File: src/hdl/cachePkg.sv
package cachePkg;

  // line geometry of 32-byte lines holding four 64-bit words
  localparam int LineBytes    = 32;
  localparam int WordsPerLine = 4;

  // byte offset within a line and the word select taken from it
  localparam int OffsetBits   = 5;
  localparam int WordSelBits  = 2;

  // controller states
  typedef enum logic [2:0] {
    Idle    = 3'd0,
    Compare = 3'd1,
    Miss    = 3'd2,
    GetData = 3'd3,
    Replay  = 3'd4
  } ctrlState_e;

  // request held from acceptance until its response
  typedef struct packed {
    logic        valid;
    logic [31:0] addr;
  } cacheReq_t;

endpackage

File: src/hdl/busPkg.sv
package busPkg;

  // line fetch toward memory
  // valid for a single cycle
  typedef struct packed {
    logic        valid;
    logic [31:0] addr;
  } refillReq_t;

  // one returned word of a line fetch
  // last rides with the final word
  typedef struct packed {
    logic        valid;
    logic        last;
    logic [63:0] data;
  } refillBeat_t;

endpackage

File: src/hdl/cacheCtrl.sv
`timescale 1ns/100ps

module cacheCtrl #(
  parameter int IndexBits = 6
) (
  input  logic                             clk,
  input  logic                             rst_n,
  // load pipeline
  input  logic [31:0]                      addr_i,
  input  logic                             valid_i,
  output logic                             addrOk_o,
  output logic                             dataOk_o,
  output logic [63:0]                      rdData_o,
  // memory side
  output busPkg::refillReq_t               memReq_o,
  input  busPkg::refillBeat_t              beat_i,
  // from the arrays
  input  logic                             hit_i,
  input  logic                             hitWay_i,
  input  logic                             victimWay_i,
  input  logic [63:0]                      rdWord_i,
  // to the arrays
  output logic                             rdEn_o,
  output logic [IndexBits-1:0]             rdIndex_o,
  output logic [31-IndexBits-cachePkg::OffsetBits:0] lookupTag_o,
  output logic                             touchEn_o,
  output logic                             fillEn_o,
  output logic                             fillWay_o,
  output logic [IndexBits-1:0]             fillIndex_o,
  output logic [cachePkg::WordSelBits-1:0] fillWord_o,
  output logic [cachePkg::WordSelBits-1:0] wordSel_o
);

  localparam int TagBits = 32 - IndexBits - cachePkg::OffsetBits;

  cachePkg::ctrlState_e stateQ;
  cachePkg::ctrlState_e stateD;
  cachePkg::cacheReq_t  reqQ;

  logic                             victimQ;
  logic [cachePkg::WordSelBits-1:0] beatCntQ;
  logic [IndexBits-1:0]             reqIndex;
  logic                             lookupHit;

  // fields of the held request
  assign reqIndex    = reqQ.addr[cachePkg::OffsetBits +: IndexBits];
  assign lookupTag_o = reqQ.addr[31 -: TagBits];
  assign wordSel_o   = reqQ.addr[cachePkg::OffsetBits-1 -: cachePkg::WordSelBits];

  assign lookupHit = (stateQ == cachePkg::Compare) && reqQ.valid && hit_i;

  // accept when idle, or while the previous one hits
  assign addrOk_o = valid_i && ((stateQ == cachePkg::Idle) || lookupHit);
  assign dataOk_o = lookupHit;
  assign rdData_o = rdWord_i;

  always_comb begin
    stateD = stateQ;
    case (stateQ)
      cachePkg::Idle: begin
        if (valid_i) begin
          stateD = cachePkg::Compare;
        end
      end
      cachePkg::Compare: begin
        if (!hit_i) begin
          stateD = cachePkg::Miss;
        end else if (!valid_i) begin
          stateD = cachePkg::Idle;
        end
      end
      cachePkg::Miss: begin
        stateD = cachePkg::GetData;
      end
      cachePkg::GetData: begin
        if (beat_i.valid && beat_i.last) begin
          stateD = cachePkg::Replay;
        end
      end
      cachePkg::Replay: begin
        stateD = cachePkg::Compare;
      end
      default: begin
        stateD = cachePkg::Idle;
      end
    endcase
  end

  always_ff @(posedge clk or negedge rst_n) begin
    if (!rst_n) begin
      stateQ   <= cachePkg::Idle;
      reqQ     <= '0;
      victimQ  <= 1'b0;
      beatCntQ <= '0;
    end else begin
      stateQ <= stateD;
      if (addrOk_o) begin
        reqQ.valid <= 1'b1;
        reqQ.addr  <= addr_i;
      end else if (lookupHit) begin
        reqQ.valid <= 1'b0;
      end
      // victim held for the whole refill
      if (stateQ == cachePkg::Compare && !hit_i) begin
        victimQ <= victimWay_i;
      end
      if (stateQ == cachePkg::Miss) begin
        beatCntQ <= '0;
      end else if (stateQ == cachePkg::GetData && beat_i.valid) begin
        beatCntQ <= beatCntQ + 1'b1;
      end
    end
  end

  // line fetch during the single Miss cycle
  assign memReq_o.valid = (stateQ == cachePkg::Miss);
  assign memReq_o.addr  = reqQ.addr & ~32'(cachePkg::LineBytes - 1);

  // new address at acceptance, held address on replay
  assign rdEn_o    = addrOk_o || (stateQ == cachePkg::Replay);
  assign rdIndex_o = (stateQ == cachePkg::Replay) ? reqIndex
                                                  : addr_i[cachePkg::OffsetBits +: IndexBits];

  assign touchEn_o   = lookupHit;
  assign fillEn_o    = (stateQ == cachePkg::GetData) && beat_i.valid && beat_i.last;
  assign fillWay_o   = (stateQ == cachePkg::Compare) ? hitWay_i : victimQ;
  assign fillIndex_o = reqIndex;
  assign fillWord_o  = beatCntQ;

endmodule

File: config.mk
export PLATFORM = sky130hd
export DESIGN_NAME = cacheCtrl
export DESIGN_NICKNAME = d
export VERILOG_FILES = /design/src/hdl/cachePkg.sv /design/src/hdl/busPkg.sv /design/src/hdl/cacheCtrl.sv
export SDC_FILE = /design/constraint.sdc
export NUM_CORES = 1
export LEC_CHECK = 0
export BUFFER_PORTS_ARGS = -buffer_cell sky130_fd_sc_hd__buf_2
export CORE_AREA = 2 2 121 123
export DETAILED_ROUTE_END_ITERATION = 12
export DIE_AREA = 0 0 123 125
export PLACE_DENSITY_LB_ADDON = 0.2
export SETUP_SLACK_MARGIN = 0.2
export SYNTH_ARGS = -nofsm -noshare
export SYNTH_HDL_FRONTEND = slang
export SYNTH_SLANG_ARGS = --single-unit
File: constraint.sdc
create_clock -name clk -period 1.7 [get_ports clk]
set_clock_uncertainty 0.1 [all_clocks]
set_input_delay 0.17 -clock clk [delete_from_list [all_inputs] [get_ports clk]]
set_output_delay 0.17 -clock clk [all_outputs]
set_load 0.02 [all_outputs]
==> impl_metrics.tcl, run 1 <==
set metrics [dict create \
    clock_latency_ps 280 \
    synth_cells 241 \
    criticalPathCategory "reg -> out" \
    synth-seq-cells 36 \
    ys_async_sr_fraction_pct 100 \
    seq_power_share_pct 27.0 \
    grt.total_usage_pct 6.52 \
    fill_cells 1549 \
    intPower_uw 3580 \
    cts.clk_slew.worst_paths_ps 60 \
    nets 421 \
    ctsLongestPathBuffers 2 \
    gp_congestion 0.645 \
    r2r_cells 6 \
    layout.cell_area.non_filler_mm2 0.00304 \
    grt_antenna_before_repair 0 \
    slew_viol_final 0 \
    timing.final.crit_share_pct 109 \
    timing.final.crit_period_ps 1850 \
    area_delta_synth_final_pct 14.9 \
    utilization_pct 21.4 \
    hold-path-cell-count 2 \
    dpl_cell_area_mm2 0.00256 \
    number_of_synthesis_warnings 0 \
    wire_length_of_the_first_global_routing_pass_um 7530 \
    worst_r2r_endpoint "lookupTag_o[9]" \
    cts-htree-levels 2 \
    worst_hold_path_type "in -> reg" \
    synth.yosys.seq_area_share_pct 34.1 \
    total_power_uw 6170 \
    detail-route-antenna-nets 0 \
    largest_net_degree_at_the_start_of_global_routing 23 \
    detailedRoute.firstIterationViolations 21 \
    rsz_0062_raised_after_global_routing "yes" \
    num_rows 44 \
    layout.cells.most_common "sky130_fd_sc_hd__buf_2" \
    clock-root-buffer "sky130_fd_sc_hd__clkbuf_16" \
    cts-buffers-inserted 5 \
    post-route-worst-setup-slack_ps -153 \
    dpl.hpwl_um 3790 \
    setup-violations-final 32 \
    firstDrtPassIters 3 \
    regToRegStartpoint "reqQ[32]" \
    io-pin-count 308 \
    leakage_uw 0.00149 \
    critPathMaxFanout 7 \
    synth_area_mm2 0.00265 \
    critPathLaunchType "flip-flop" \
    via_per_inst 3.44 \
    synthDominantCellAreaShare_pct 35.8 \
    route.detailed.drc 0 \
    cellPowerDensity_mw_per_mm2 2030 \
    timing.fmax_mhz 540 \
    timing.hold.ws_ps 15.0 \
    tritoncts_num_sinks 36 \
    layout_common_cells "sky130_fd_sc_hd__buf_2 (95), sky130_fd_sc_hd__mux2_4 (34), sky130_fd_sc_hd__dfrtp_1 (33), sky130_fd_sc_hd__buf_4 (16), sky130_fd_sc_hd__buf_6 (14)" \
    number_of_vias_after_detailed_routing 1505 \
    critical_path_arrival_ps 1580 \
    maximum_capacitance_violations 0 \
    number_of_buffers_added_on_ports 107 \
    grt_remaining_overflow 0 \
    violations "negative setup slack" \
    power.share.switching_pct 41.9 \
    endpoint_kind "primary output" \
    postSynth.topFlopCell "sky130_fd_sc_hd__dfrtp_1" \
    synth.area.top_cells "sky130_fd_sc_hd__buf_4 (36%), sky130_fd_sc_hd__dfrtp_1 (34%), sky130_fd_sc_hd__mux2_4 (16%)" \
    finalHoldViolations 0 \
    power.share.clock_pct 15.4 \
    antenna_cells 0 \
    start_util_pct 18.6 \
    post_route_cells_drive_above_1_share_pct 76.4 \
    share_comb_of_total_power_pct 57.6 \
    synth_edf_count 0 \
    design.die.area_mm2 0.0154 \
    worst_ep_required_time_ps 1430 \
    coreArea_mm2 0.0142 \
    route.detailed.wl_per_inst_um 12.5 \
    die_x_um 123 \
    grt_pass1_vias 1374 \
    outcome "finished, violations left" \
    peakVddDrop_uv 514 \
    p_switching_uw 2580 \
    synth.avg_cell_area_um2 11.0 \
    synth_top_cell_by_area "sky130_fd_sc_hd__buf_4" \
    die_height_um 125 \
    cts_tree "done" \
    final_tns_setup_ps -1920 \
    r2r_slack_ps -60 \
    synth.distinct_cells 26 \
    min-delay-start "addr_i[30]" \
    detail_route.wirelength_um 5470 \
    min_to "lookupTag_o[19]" \
]
per-layer routing:
metal	up-vias	GRT usage (%)	share of wire (%)
met5	-	0	0
met4	0	3.41	2.3
li1	671	-	-
met2	94	9.88	46
met1	721	8.09	43
met3	19	2.28	9.4
Yosys cell counts, types with 2 or more instances:
library cell	instances
sky130_fd_sc_hd__buf_4	126
sky130_fd_sc_hd__mux2_2	9
sky130_fd_sc_hd__nand2b_1	3
sky130_fd_sc_hd__buf_6	3
sky130_fd_sc_hd__a2bb2oi_1	2
sky130_fd_sc_hd__dfrtp_1	36
sky130_fd_sc_hd__nor2_1	8
sky130_fd_sc_hd__nand2_1	3
sky130_fd_sc_hd__mux2_4	28
sky130_fd_sc_hd__nand3_1	3
sky130_fd_sc_hd__a21oi_1	2
sky130_fd_sc_hd__inv_1	2
sky130_fd_sc_hd__buf_2	3
worst max-delay path by stage:
| stage | from | end | slack (ps) | cells past startpoint |
|---|---|---|---|---|
| after floorplan | reqQ[32] | lookupTag_o[10] | 30 | 4 |
| after global placement | reqQ[32] | lookupTag_o[19] | -130 | 4 |
| after detailed placement | reqQ[32] | lookupTag_o[15] | -110 | 4 |
| after CTS | stateQ[0] | rdEn_o | -190 | 4 |
| after global routing | reqQ[32] | rdEn_o | -220 | 6 |
| final | stateQ[0] | rdIndex_o[0] | -150 | 4 |
state kept, by name (all words and copies together) (netlist names):
signal,flops
victimQ,1
lookupTag_o,21
reqQ,1
fillIndex_o,6
stateQ,3
wordSel_o,2
fillWord_o,2
power groups by stage:
stage | combinational (uW) | sequential [uW] | clock (uW)
floorplan | 3370 | 1580 | 0
global placement | 3200 | 1640 | 0
detailed placement | 3190 | 1670 | 0
CTS | 3450 | 1680 | 1020
global route | 3780 | 1750 | 1050
finish | 3550 | 1670 | 949
through the flow:
| stage | cells | setup slack [ps] |
|---|---|---|
| 6_report | 438 | -153 |
| 5_1_grt | 438 | -217 |
| 4_1_cts | 433 | -190 |
| 3_5_place_dp | 416 | -114 |
| 3_3_place_gp | 416 | -131 |
| 2_1_floorplan | 245 | 31.1 |
final cells by class:
class / count / area (um2) / share of cell area (%)
Inverter: 2 / 7.51 / 0.247
Timing Repair Buffer: 133 / 893 / 29.4
Clock buffer: 6 / 139 / 4.57
Tap cell: 184 / 230 / 7.58
Clock inverter: 2 / 10.0 / 0.329
Multi-Input combinational cell: 75 / 853 / 28.1
Sequential cell: 36 / 905 / 29.8
logic make-up (layout without fill, tap and decap cells):
kind of cell / Yosys count / count (layout) / share of synthesized area [%]
AOI/OAI and AO/OA: 8 / 8 / 2.93
buffers and inverters: 134 / 143 / 37.9
DFF: 36 / 36 / 34.1
muxes: 38 / 38 / 20.1
other: 1 / 5 / 0.142
and+or+nand+nor: 24 / 24 / 4.87
worst max-delay path, stage by stage, from the launching register on:
cell and delay, ps:
sky130_fd_sc_hd__dfrtp_2 450, sky130_fd_sc_hd__nor3b_4 240, sky130_fd_sc_hd__buf_12 170, sky130_fd_sc_hd__mux2_4 310, sky130_fd_sc_hd__buf_6 130
repair_timing:
action | 4_1_cts | 5_1_grt
hold buffers | 1 | 0
setup buffers | 8 | 4
pin swaps | 5 | 2
resized for setup | 45 | 17
gates cloned | 0 | 1
endpoints found under the setup margin | 43 | 46
endpoints found under the hold margin | 14 | 0
Power figures use the tool's default switching activity.
==> inputs of run 2 (changes only) <==
Settings changed: CTS_CLUSTER_SIZE from default to 8, SKIP_CTS_REPAIR_TIMING from default to 1.
==> impl_metrics.tcl, run 2 (synthesis gave the netlist of run 1 again) <==
set metrics [dict create \
    outcome "finished, violations left" \
    violations "negative setup slack" \
    design.die.area_mm2 0.0154 \
    post-route-worst-setup-slack_ps -213 \
    regToRegStartpoint "stateQ[0]" \
    number_of_buffers_added_on_ports 107 \
    num_rows 44 \
    wire_length_of_the_first_global_routing_pass_um 7200 \
    die_x_um 123 \
    multi_input_area_um2 837 \
    route.detailed.wl_per_inst_um 12.5 \
    route.detailed.drc 0 \
    critPathMaxFanout 7 \
    slew_viol_final 0 \
    layout_common_cells "sky130_fd_sc_hd__buf_2 (101), sky130_fd_sc_hd__dfrtp_1 (34), sky130_fd_sc_hd__mux2_4 (29), sky130_fd_sc_hd__buf_6 (24), sky130_fd_sc_hd__buf_4 (16)" \
    grt.total_usage_pct 6.24 \
    grt_pass1_vias 1295 \
    cts.clk_slew.worst_paths_ps 60 \
    worst_ep_required_time_ps 1430 \
    via_per_inst 3.48 \
    grt_antenna_before_repair 0 \
    dpl.hpwl_um 3790 \
    coreArea_mm2 0.0142 \
    start_util_pct 18.6 \
    maximum_capacitance_violations 0 \
    critPathLaunchType "flip-flop" \
    cts-buffers-inserted 5 \
    finalHoldViolations 0 \
    crit_path_start "stateQ[0]" \
    detailedRoute.firstIterationViolations 18 \
    timing.final.crit_period_ps 1910 \
    setup-violations-final 40 \
    detail_route.wirelength_um 5680 \
    gp_congestion 0.645 \
    antenna_cells 0 \
    nets 438 \
    rsz_0062_raised_after_global_routing "yes" \
    criticalPathCategory "reg -> out" \
    leakage_uw 0.00158 \
    min-delay-start "addr_i[30]" \
    firstDrtPassIters 3 \
    critical_path_arrival_ps 1640 \
    die_height_um 125 \
    timing.critical_path.max_delay_family "flip-flops" \
    fill_cells 1548 \
    dp_cells 416 \
    cts-htree-levels 2 \
    timing.fmax_mhz 523 \
    flip_flop_count_of_the_largest_register_all_copies_and_words_added 21 \
    post_layout_nonfiller_instances 455 \
    timing.final.crit_share_pct 113 \
    peakVddDrop_uv 482 \
    cpMaxStageDelayCell "sky130_fd_sc_hd__dfrtp_2" \
    largest_net_degree_at_the_start_of_global_routing 23 \
    critical_path.cell_chain "nor3b_2, buf_12, mux2_2, buf_2" \
    grt_remaining_overflow 0 \
    clock-root-buffer "sky130_fd_sc_hd__clkbuf_16" \
    post_route_cells_drive_above_1_share_pct 78.2 \
    number_of_vias_after_detailed_routing 1583 \
    detail-route-antenna-nets 0 \
    tritoncts_num_sinks 36 \
    io-pin-count 308 \
    maximum_single_stage_delay_on_the_critical_path_ps 440 \
    dpl_cell_area_mm2 0.00256 \
    endpoint_kind "primary output" \
    ctsLongestPathBuffers 2 \
    clock_latency_ps 280 \
    layout.cells.most_common "sky130_fd_sc_hd__buf_2" \
    cts_tree "done" \
    layout.cell_area.non_filler_mm2 0.00320 \
    worst_hold_path_type "in -> reg" \
    cellPowerDensity_mw_per_mm2 2030 \
    area_delta_synth_final_pct 20.9 \
    ff_latch_area_um2 903 \
    cp_num_buf_inv 2 \
]
-- run 2: cell types whose count changed in the layout (fill, tap and decap cells not counted), sizes merged --
cell,previous run,this run
buf,132,146
clkbuf,6,9
-- run 2: final timing paths --
kind | end | slack (ps) | cells past startpoint
setup / recovery | rdIndex_o[0] | -210 | 4
hold / removal | lookupTag_o[19] | 10 | 2
setup reg to reg | lookupTag_o[1] | -130 | 6
hold reg to reg | victimQ | 410 | 1
max in group asynchronous | fillIndex_o[0] | 770 | 3
min in group asynchronous | lookupTag_o[4] | 260 | 2
-- run 2: per-layer routing --
metal	routed length (um)	vias up	part of all wire, %	global-route usage (%)
met5	0	-	0	0
met4	126	0	2.2	3.41
met3	496	19	8.7	2.33
met2	2650	94	47	9.16
met1	2410	761	42	7.83
li1	-	709	-	-
-- run 2: power by group --
part,leakage (uW),switching (uW),internal [uW]
combinational,0.00107,1920,1950
sequential,0.000428,362,1300
clock,0.0000766,370,578
-- run 2: cell type report --
cell class                      count  area share (%)
Multi-Input combinational cell     75            26.2
Clock inverter                      2           0.313
Inverter                            2           0.235
Sequential cell                    36            28.2
Timing Repair Buffer              150            33.5
Clock buffer                        6            4.34
Tap cell                          184            7.20
-- run 2: through the flow --
stage	hold slack (ps)	TNS, ps	power (uW)	utilization, %	setup WS (ps)
after CTS	-269	-4150	5880	19.1	-301
after global routing	10.3	-6370	6900	22.5	-262
final	14.3	-4390	6480	22.5	-213
after floorplan	-226	0	4960	-	31.1
after detailed placement	42.2	-1430	4860	18.0	-114
after global placement	37.3	-1660	4840	18.0	-131
